**config.mk**
```make
export PLATFORM = sky130hd
export DESIGN_NAME = mem_sdp_top
export DESIGN_NICKNAME = d
export VERILOG_FILES = /design/src/wb_pkg.sv /design/src/mem_pkg.sv /design/src/mem_sdp_top.sv /design/src/wb_sdp_bridge.sv /design/src/mem_ram_sdp.sv /design/src/mem_ram_sdp_core.sv /design/src/mem_reset_fsm.sv
export SDC_FILE = /design/constraint.sdc
export NUM_CORES = 2
export LEC_CHECK = 0
export BUFFER_PORTS_ARGS = -buffer_cell sky130_fd_sc_hd__buf_2
export CAP_MARGIN = 15
export CELL_PAD_IN_SITES_DETAIL_PLACEMENT = 2
export CELL_PAD_IN_SITES_GLOBAL_PLACEMENT = 2
export CORE_UTILIZATION = 45
export DETAILED_ROUTE_END_ITERATION = 10
export GPL_TIMING_DRIVEN = 1
export HOLD_SLACK_MARGIN = 0.06
export PLACE_DENSITY = 0.83
export SETUP_SLACK_MARGIN = 0.5
export SLEW_MARGIN = 20
export SYNTH_ARGS = -nofsm -noshare
export SYNTH_HDL_FRONTEND = slang
export SYNTH_SLANG_ARGS = --single-unit
```
**constraint.sdc**
```tcl
create_clock -name mem_wr_if -period 4.85 [get_ports mem_wr_if]
set_input_delay 0.485 -clock mem_wr_if [delete_from_list [all_inputs] [get_ports mem_wr_if]]
set_output_delay 0.485 -clock mem_wr_if [all_outputs]
set_load 0.01 [all_outputs]
```
**src/wb_pkg.sv**
```systemverilog
// --------------------------------------------------------------------------
// Wishbone classic widths and bus signal groups for the two slave ports
// --------------------------------------------------------------------------
`default_nettype none

package wb_pkg;

    // Word addressed bus
    localparam int wb_adr_wid = 6;
    localparam int wb_dat_wid = 32;
    localparam int wb_sel_wid = wb_dat_wid / 8;

    // ----------------------------------------------------------------------
    // Master to slave
    // ----------------------------------------------------------------------

    // Write bus
    typedef struct packed {
        logic                  cyc;
        logic                  stb;
        logic [wb_adr_wid-1:0] adr;
        logic [wb_sel_wid-1:0] sel;
        logic [wb_dat_wid-1:0] dat;
    } wb_wr_req_t;

    // Read bus, no data or selects
    typedef struct packed {
        logic                  cyc;
        logic                  stb;
        logic [wb_adr_wid-1:0] adr;
    } wb_rd_req_t;

    // ----------------------------------------------------------------------
    // Slave to master, same shape on both buses
    // ----------------------------------------------------------------------
    typedef struct packed {
        logic                  ack;
        logic [wb_dat_wid-1:0] dat;
    } wb_rsp_t;

endpackage

`default_nettype wire

```
**src/mem_pkg.sv**
```systemverilog
// --------------------------------------------------------------------------
// RAM geometry and request/response types shared by the SDP RAM block
// Referenced by scoped name from the RAM modules, the bridge and the top
// --------------------------------------------------------------------------
`default_nettype none

package mem_pkg;

    // Geometry
    localparam int addr_wid = 6;
    localparam int data_wid = 32;
    localparam int be_wid   = data_wid / 8;
    localparam int depth    = 2 ** addr_wid;

    // Value left in every word by the clear sequence
    localparam logic [data_wid-1:0] reset_val = 32'hdead_beef;

    // Request to response, in clock cycles
    localparam int rd_latency = 2;

    // ----------------------------------------------------------------------
    // Request and response words
    // ----------------------------------------------------------------------

    // Write request, one cycle per word
    typedef struct packed {
        logic                valid;
        logic [addr_wid-1:0] addr;
        logic [be_wid-1:0]   be;
        logic [data_wid-1:0] data;
    } mem_wr_req_t;

    typedef struct packed {
        logic                valid;
        logic [addr_wid-1:0] addr;
    } mem_rd_req_t;

    // Valid comes back rd_latency cycles after the request
    typedef struct packed {
        logic                valid;
        logic [data_wid-1:0] data;
    } mem_rd_rsp_t;

endpackage

`default_nettype wire
```
**src/mem_sdp_top.sv**
```systemverilog
// --------------------------------------------------------------------------
// Top level: Wishbone write and read ports in front of the reset-cleared
// SDP RAM block
// --------------------------------------------------------------------------
`timescale 1ns/1ns
`default_nettype none

module mem_sdp_top (
    input  logic               mem_wr_if,
    input  logic               rst_n,
    input  wb_pkg::wb_wr_req_t wb_wr_req,
    output wb_pkg::wb_rsp_t    wb_wr_rsp,
    input  wb_pkg::wb_rd_req_t wb_rd_req,
    output wb_pkg::wb_rsp_t    wb_rd_rsp,
    output logic               init_done
);

    // Bridge to RAM
    mem_pkg::mem_wr_req_t wr_req;
    mem_pkg::mem_rd_req_t rd_req;
    mem_pkg::mem_rd_rsp_t rd_rsp;

    wb_sdp_bridge i_wb_sdp_bridge (
        .mem_wr_if (mem_wr_if),
        .rst_n     (rst_n),
        .wb_wr_req (wb_wr_req),
        .wb_wr_rsp (wb_wr_rsp),
        .wb_rd_req (wb_rd_req),
        .wb_rd_rsp (wb_rd_rsp),
        .init_done (init_done),
        .wr_req    (wr_req),
        .rd_req    (rd_req),
        .rd_rsp    (rd_rsp)
    );

    mem_ram_sdp i_mem_ram_sdp (
        .mem_wr_if (mem_wr_if),
        .rst_n     (rst_n),
        .wr_req    (wr_req),
        .rd_req    (rd_req),
        .rd_rsp    (rd_rsp),
        .init_done (init_done)
    );

endmodule

`default_nettype wire

```
**src/wb_sdp_bridge.sv**
```systemverilog
// --------------------------------------------------------------------------
// Two Wishbone classic slave ports, one write and one read, each turned
// into single-cycle RAM requests with one ack per transfer
// --------------------------------------------------------------------------
`timescale 1ns/1ns
`default_nettype none

module wb_sdp_bridge (
    input  logic                 mem_wr_if,
    input  logic                 rst_n,
    input  wb_pkg::wb_wr_req_t   wb_wr_req,
    output wb_pkg::wb_rsp_t      wb_wr_rsp,
    input  wb_pkg::wb_rd_req_t   wb_rd_req,
    output wb_pkg::wb_rsp_t      wb_rd_rsp,
    input  logic                 init_done,
    output mem_pkg::mem_wr_req_t wr_req,
    output mem_pkg::mem_rd_req_t rd_req,
    input  mem_pkg::mem_rd_rsp_t rd_rsp
);

    typedef enum logic {
        rd_idle,
        rd_wait
    } rd_state_t;

    logic                         wr_issue;
    logic                         wr_ack_q;

    rd_state_t                    rd_state;
    logic                         rd_issue;
    logic                         rd_ack_q;
    logic [mem_pkg::data_wid-1:0] rd_dat_q;

    // ----------------------------------------------------------------------
    // Write port
    // ----------------------------------------------------------------------

    // A strobe still held during its ack cycle must not write again
    assign wr_issue = wb_wr_req.cyc & wb_wr_req.stb & init_done & ~wr_ack_q;

    assign wr_req = '{
        valid: wr_issue,
        addr:  wb_wr_req.adr,
        be:    wb_wr_req.sel,
        data:  wb_wr_req.dat
    };

    always_ff @(posedge mem_wr_if) begin
        if (!rst_n) begin
            wr_ack_q <= 1'b0;
        end else begin
            wr_ack_q <= wr_issue;
        end
    end

    assign wb_wr_rsp = '{ack: wr_ack_q, dat: '0};

    // ----------------------------------------------------------------------
    // Read port
    // ----------------------------------------------------------------------
    assign rd_issue = (rd_state == rd_idle) & wb_rd_req.cyc & wb_rd_req.stb
                    & init_done & ~rd_ack_q;

    assign rd_req = '{valid: rd_issue, addr: wb_rd_req.adr};

    always_ff @(posedge mem_wr_if) begin
        if (!rst_n) begin
            rd_state <= rd_idle;
            rd_ack_q <= 1'b0;
        end else begin
            rd_ack_q <= 1'b0;
            case (rd_state)
                rd_idle: begin
                    if (rd_issue) begin
                        rd_state <= rd_wait;
                    end
                end
                default: begin
                    // Ack goes out the cycle after the RAM answers
                    if (rd_rsp.valid) begin
                        rd_ack_q <= 1'b1;
                        rd_state <= rd_idle;
                    end
                end
            endcase
        end
    end

    // Held for the ack cycle
    always_ff @(posedge mem_wr_if) begin
        if (rd_rsp.valid) begin
            rd_dat_q <= rd_rsp.data;
        end
    end

    assign wb_rd_rsp = '{ack: rd_ack_q, dat: rd_dat_q};

    a_wr_ack_single : assert property (
        @(posedge mem_wr_if) disable iff (!rst_n)
        wb_wr_rsp.ack |=> !wb_wr_rsp.ack
    ) else $error("write ack high for two cycles");

    a_rd_ack_single : assert property (
        @(posedge mem_wr_if) disable iff (!rst_n)
        wb_rd_rsp.ack |=> !wb_rd_rsp.ack
    ) else $error("read ack high for two cycles");

    // Next read only after the RAM has answered the previous one
    a_rd_one_outstanding : assert property (
        @(posedge mem_wr_if) disable iff (!rst_n)
        rd_req.valid |=> !rd_req.valid until_with rd_rsp.valid
    ) else $error("read issued while another is outstanding");

endmodule

`default_nettype wire

```
**src/mem_ram_sdp.sv**
```systemverilog
// --------------------------------------------------------------------------
// Reset-cleared SDP RAM block: the clear sequencer in front of the storage
// core, with reads held back until the clear has finished
// --------------------------------------------------------------------------
`timescale 1ns/1ns
`default_nettype none

module mem_ram_sdp (
    input  logic                 mem_wr_if,
    input  logic                 rst_n,
    input  mem_pkg::mem_wr_req_t wr_req,
    input  mem_pkg::mem_rd_req_t rd_req,
    output mem_pkg::mem_rd_rsp_t rd_rsp,
    output logic                 init_done
);

    // Requests as seen by the storage core
    mem_pkg::mem_wr_req_t core_wr_req;
    mem_pkg::mem_rd_req_t core_rd_req;

    // ----------------------------------------------------------------------
    // Clear sequencer
    // ----------------------------------------------------------------------
    mem_reset_fsm i_mem_reset_fsm (
        .mem_wr_if  (mem_wr_if),
        .rst_n      (rst_n),
        .wr_req_in  (wr_req),
        .wr_req_out (core_wr_req),
        .init_done  (init_done)
    );

    // ----------------------------------------------------------------------
    // Read gate
    // ----------------------------------------------------------------------

    // No read reaches the array mid-clear
    assign core_rd_req = '{
        valid: rd_req.valid & init_done,
        addr:  rd_req.addr
    };

    // ----------------------------------------------------------------------
    // Storage
    // ----------------------------------------------------------------------
    mem_ram_sdp_core i_mem_ram_sdp_core (
        .mem_wr_if (mem_wr_if),
        .rst_n     (rst_n),
        .wr_req    (core_wr_req),
        .rd_req    (core_rd_req),
        .rd_rsp    (rd_rsp)
    );

endmodule

`default_nettype wire

```
**src/mem_ram_sdp_core.sv**
```systemverilog
// --------------------------------------------------------------------------
// 64x32 simple dual-port storage with byte-enable writes and a read-first,
// two-stage registered read path
// --------------------------------------------------------------------------
`timescale 1ns/1ns
`default_nettype none

module mem_ram_sdp_core (
    input  logic                 mem_wr_if,
    input  logic                 rst_n,
    input  mem_pkg::mem_wr_req_t wr_req,
    input  mem_pkg::mem_rd_req_t rd_req,
    output mem_pkg::mem_rd_rsp_t rd_rsp
);

    logic [mem_pkg::data_wid-1:0] mem [mem_pkg::depth];

    // Read pipeline
    logic                         rd_vld_q;
    logic [mem_pkg::data_wid-1:0] rd_data_q;
    logic                         rsp_vld_q;
    logic [mem_pkg::data_wid-1:0] rsp_data_q;

    // ----------------------------------------------------------------------
    // Storage
    // ----------------------------------------------------------------------
    always_ff @(posedge mem_wr_if) begin
        if (wr_req.valid) begin
            for (int i = 0; i < mem_pkg::be_wid; i++) begin
                if (wr_req.be[i]) begin
                    mem[wr_req.addr][i*8 +: 8] <= wr_req.data[i*8 +: 8];
                end
            end
        end
    end

    // Array read samples the old word when the same address is written
    always_ff @(posedge mem_wr_if) begin
        if (rd_req.valid) begin
            rd_data_q <= mem[rd_req.addr];
        end
        rsp_data_q <= rd_data_q;
    end

    // Valid travels with the data
    always_ff @(posedge mem_wr_if) begin
        if (!rst_n) begin
            rd_vld_q  <= 1'b0;
            rsp_vld_q <= 1'b0;
        end else begin
            rd_vld_q  <= rd_req.valid;
            rsp_vld_q <= rd_vld_q;
        end
    end

    assign rd_rsp = '{valid: rsp_vld_q, data: rsp_data_q};

    a_rd_latency : assert property (
        @(posedge mem_wr_if) disable iff (!rst_n)
        rd_req.valid |-> ##(mem_pkg::rd_latency) rd_rsp.valid
    ) else $error("read response missing after request");

    a_rd_no_spurious : assert property (
        @(posedge mem_wr_if) disable iff (!rst_n)
        rd_rsp.valid |-> $past(rd_req.valid, mem_pkg::rd_latency)
    ) else $error("read response without matching request");

endmodule

`default_nettype wire

```
**src/mem_reset_fsm.sv**
```systemverilog
// --------------------------------------------------------------------------
// Clears every RAM word to the reset value after reset, then hands the
// write port over to the user and reports init_done
// --------------------------------------------------------------------------
`timescale 1ns/1ns
`default_nettype none

module mem_reset_fsm (
    input  logic                 mem_wr_if,
    input  logic                 rst_n,
    input  mem_pkg::mem_wr_req_t wr_req_in,
    output mem_pkg::mem_wr_req_t wr_req_out,
    output logic                 init_done
);

    typedef enum logic {
        st_clearing,
        st_ready
    } state_t;

    state_t                        state;
    logic [mem_pkg::addr_wid-1:0]  clr_addr;
    logic                          clr_last;

    // Last word of the clear sweep
    assign clr_last = (clr_addr == mem_pkg::addr_wid'(mem_pkg::depth - 1));

    // ----------------------------------------------------------------------
    // State and address counter
    // ----------------------------------------------------------------------
    always_ff @(posedge mem_wr_if) begin
        if (!rst_n) begin
            state    <= st_clearing;
            clr_addr <= '0;
        end else begin
            case (state)
                st_clearing: begin
                    clr_addr <= clr_addr + 1'b1;
                    if (clr_last) begin
                        state <= st_ready;
                    end
                end
                default: begin
                    // Stays here until the next reset
                    state <= st_ready;
                end
            endcase
        end
    end

    // ----------------------------------------------------------------------
    // Write request mux
    // ----------------------------------------------------------------------
    always_comb begin
        if (state == st_clearing) begin
            // Full word of reset_val, user request dropped
            wr_req_out.valid = 1'b1;
            wr_req_out.addr  = clr_addr;
            wr_req_out.be    = '1;
            wr_req_out.data  = mem_pkg::reset_val;
        end else begin
            wr_req_out = wr_req_in;
        end
    end

    assign init_done = (state == st_ready);

    // Upstream logic has to hold writes off until init_done
    a_no_user_wr_while_clearing : assert property (
        @(posedge mem_wr_if) disable iff (!rst_n)
        (state == st_clearing) |-> !wr_req_in.valid
    ) else $error("user write issued during clear sequence");

endmodule

`default_nettype wire

```
==> impl_metrics.tcl <==
set metrics [dict create \
    dp.cells 6414 \
    power.density_nw_per_um2 415 \
    cts_tree "yes" \
    rr_worst_depth 6 \
    drtAntennaViolNets 0 \
    outcome "complete, no violations" \
    place_congestion 0.871 \
    first_iter_violations 6707 \
    yosysSeqAreaShare_pct 77.8 \
    routed_wirelength_um 326000 \
    drt_pass1_iterations 6 \
    layout.cells.most_common "edfxtp_1" \
    critical_path_class "reg -> reg" \
    overflow 0 \
    swShare_pct 23.4 \
    area_growth_pct 12.8 \
    drive_above_1_share_pct 27.3 \
    synth_top_family_by_area "multiplexers" \
    seq_power_share_pct 52.3 \
    setup_viol 0 \
    port_buffers 88 \
    rows 156 \
    route.detailed.drc 0 \
    numCtsBuffers 212 \
    wl_per_cell_um 47.9 \
    ir_worst_vdd_uv 327 \
    hpwl_um 196000 \
    synthCells 3904 \
    die_h_um 431 \
    crit_fanout 24 \
    p_leak_nw 30.2 \
    hold_violations 0 \
    synthAdderAreaFrac_pct 0.0151 \
    synthFlopType "edfxtp_1" \
    drv_cap 0 \
    start_util_pct 45.5 \
    yosys_warnings 0 \
    htree_levels 4 \
    chipWidth_um 431 \
    grt_max_degree 94 \
    slew_violations 0 \
    final_cell_mix "edfxtp_1, mux4_2, nor2_1, clkbuf_16, buf_4" \
    setup.worst_path.end_class "flip-flop" \
    synth_compound_area_share_pct 2.40 \
    avgSynthCellArea_um2 21.2 \
    period_share_pct 91.5 \
    slew_headroom_pct 16.0 \
    synth_cell_types 49 \
    synth_simple_gate_area_share_pct 2.90 \
    via_per_inst 6.84 \
    cts_sinks 2156 \
    core_um2 182000 \
    syn_area_um2 82700 \
    synthTopCellsByArea "edfxtp_1, mux4_2, nor2_1" \
    clock-skew-final_ns 0.0502 \
    synth_edf_count 2112 \
    io_pins 121 \
    min_path_type "in -> reg" \
    cp-start-kind "flip-flop" \
    layout_min_cycle_time_ns 4.44 \
    synth_mux_area_share_pct 15.2 \
    synth_largest_area_cell "edfxtp_1" \
    filler_cell_count 15500 \
    synthXorXnorAreaFrac_pct 0.0424 \
    synth.top_cell.area_share_pct 76.7 \
    pwr-share-comb_pct 4.7 \
    antenna_found_initial 15 \
    fin_tns_setup_ns 0 \
    clkLatencyLatePin_ns 0.88 \
    crit_path_cell_trace "buf_4, mux2_2, nand2_1, nor2_1, nand2_1, nor2_1" \
    grt_pass1_wl_um 439000 \
    whs_path_depth 3 \
    clk_path_buf_depth 3 \
    layout.nets 4235 \
    cpMaxStageDelayCell "dfxtp_2" \
    root_buffer "clkbuf_16" \
    first_global_vias 48500 \
    p_clk_share_pct 43.1 \
    ys_ff_latch 2156 \
    worstMarginPinSlew_ns 1.26 \
    postSynth.asyncResetShare_pct 0 \
    internal-power_mw 29.6 \
    grtUsageTotal_pct 35.1 \
    dieArea_um2 185000 \
    clkSlewWorstSetupHoldPaths_ns 0.07 \
    cp.arrival_ns 4.91 \
    vias 46600 \
    stdcell_count 6813 \
    rsz0062_at_grt "no" \
    worstPathRequired_ns 5.32 \
    final_util_pct 51.3 \
    p_switching_mw 9.06 \
    max_clock_freq_mhz 225 \
    cp_slowest_stage_delay_ns 0.89 \
]
-- power groups by stage --
stage | logic, mW | clock network (mW) | registers [mW]
floorplan | 0.992 | 0 | 20.6
global placement | 1.59 | 0 | 20.6
detailed placement | 1.69 | 0 | 20.6
CTS | 1.75 | 16.7 | 20.2
global route | 1.80 | 17.2 | 20.2
finish | 1.81 | 16.7 | 20.2
-- layer usage --
metal / wire length (um) / global-route usage [%]
met1: 109000 / 40.9
met5: 70 / 0
met3: 28100 / 6.96
met4: 26900 / 23.6
met2: 162000 / 59.1
-- cell type report --
cell class / instances / area (um2) / share of cell area (%)
Sequential cell: 2156 / 64300 / 68.9
Multi-Input combinational cell: 1530 / 17300 / 18.5
Clock buffer: 286 / 5780 / 6.19
Tap cell: 2449 / 3060 / 3.28
Timing Repair Buffer: 278 / 2030 / 2.17
Clock inverter: 103 / 806 / 0.864
Antenna cell: 9 / 22.5 / 0.0241
Inverter: 2 / 7.51 / 0.00805
-- registers in the layout, summed over array words and instances (netlist names) --
name / cells
i_mem_ram_sdp.i_mem_ram_sdp_core.mem: 2048
i_mem_ram_sdp.i_mem_ram_sdp_core.rd_data_q: 32
i_mem_ram_sdp.i_mem_ram_sdp_core.rsp_data_q: 32
i_wb_sdp_bridge.rd_dat_q: 32
i_mem_ram_sdp.i_mem_reset_fsm.clr_addr: 6
i_mem_ram_sdp.i_mem_ram_sdp_core.rd_vld_q: 1
i_mem_ram_sdp.i_mem_ram_sdp_core.rsp_vld_q: 1
i_mem_ram_sdp.i_mem_reset_fsm.init_done: 1
i_wb_sdp_bridge.rd_ack_q: 1
i_wb_sdp_bridge.rd_state: 1
i_wb_sdp_bridge.wr_ack_q: 1
-- synth_stat cells (18+ instances only) --
library cell  count
o21ai_0          18
mux2i_1         105
nand2_1          92
buf_2            64
nor4_1           26
clkbuf_1         73
nor2_1          313
o221ai_1         22
buf_4            85
dfxtp_1          44
nand2b_1         40
edfxtp_1       2112
o22ai_1         137
mux4_2          472
mux2_2           79
and2_1           20
a21oi_1          25
-- logic make-up (layout without fill, tap and decap cells) --
| group | after synthesis | after routing |
|---|---|---|
| AO/OA/AOI/OAI | 292 | 292 |
| XOR/XNOR | 4 | 4 |
| adder cells (fa/ha/maj) | 1 | 1 |
| buffers and inverters | 249 | 669 |
| flip-flops | 2156 | 2156 |
| multiplexers | 656 | 656 |
| other | 1 | 41 |
| AND/OR/NAND/NOR | 545 | 545 |
-- critical path: cells and delay by family, from the launching register on --
family,cells,cell delay [ns]
AND/OR/NAND/NOR,4,2.26
flip-flops,1,0.89
buffers and inverters,1,0.53
multiplexers,1,0.31
-- metrics by stage --
step / total power, mW / setup slack, ns / cell area (um2) / hold WS, ns
final: 38.7 / 0.414 / 93300 / 0.275
after global routing: 39.2 / 0.502 / 93300 / 0.254
after CTS: 38.7 / 0.508 / 93200 / 0.226
after detailed placement: 22.3 / 0.640 / 86600 / 0.333
after global placement: 22.2 / 0.886 / 86600 / 0.329
after floorplan: 21.6 / 1.88 / 82800 / 0.323
-- path summary, 6_finish.rpt --
check | start | to | slack [ns]
worst max-delay path | i_mem_ram_sdp.i_mem_reset_fsm.init_done | i_mem_ram_sdp.i_mem_ram_sdp_core.mem[57][19] | 0.41
worst min-delay path | wb_wr_req[43] | i_wb_sdp_bridge.wr_ack_q | 0.27
worst max register to register | i_mem_ram_sdp.i_mem_reset_fsm.init_done | i_mem_ram_sdp.i_mem_ram_sdp_core.mem[57][19] | 0.41
worst min register to register | i_mem_ram_sdp.i_mem_ram_sdp_core.rd_data_q[20] | i_mem_ram_sdp.i_mem_ram_sdp_core.rsp_data_q[20] | 0.34
-- repair_timing --
item	4_1_cts	5_1_grt
hold buffers	1	0
endpoints found under the hold margin	7	0
setup buffers	0	0
endpoints found under the setup margin	0	10
gates resized for setup	0	2
No activity file was read; power rests on OpenSTA's default activity.
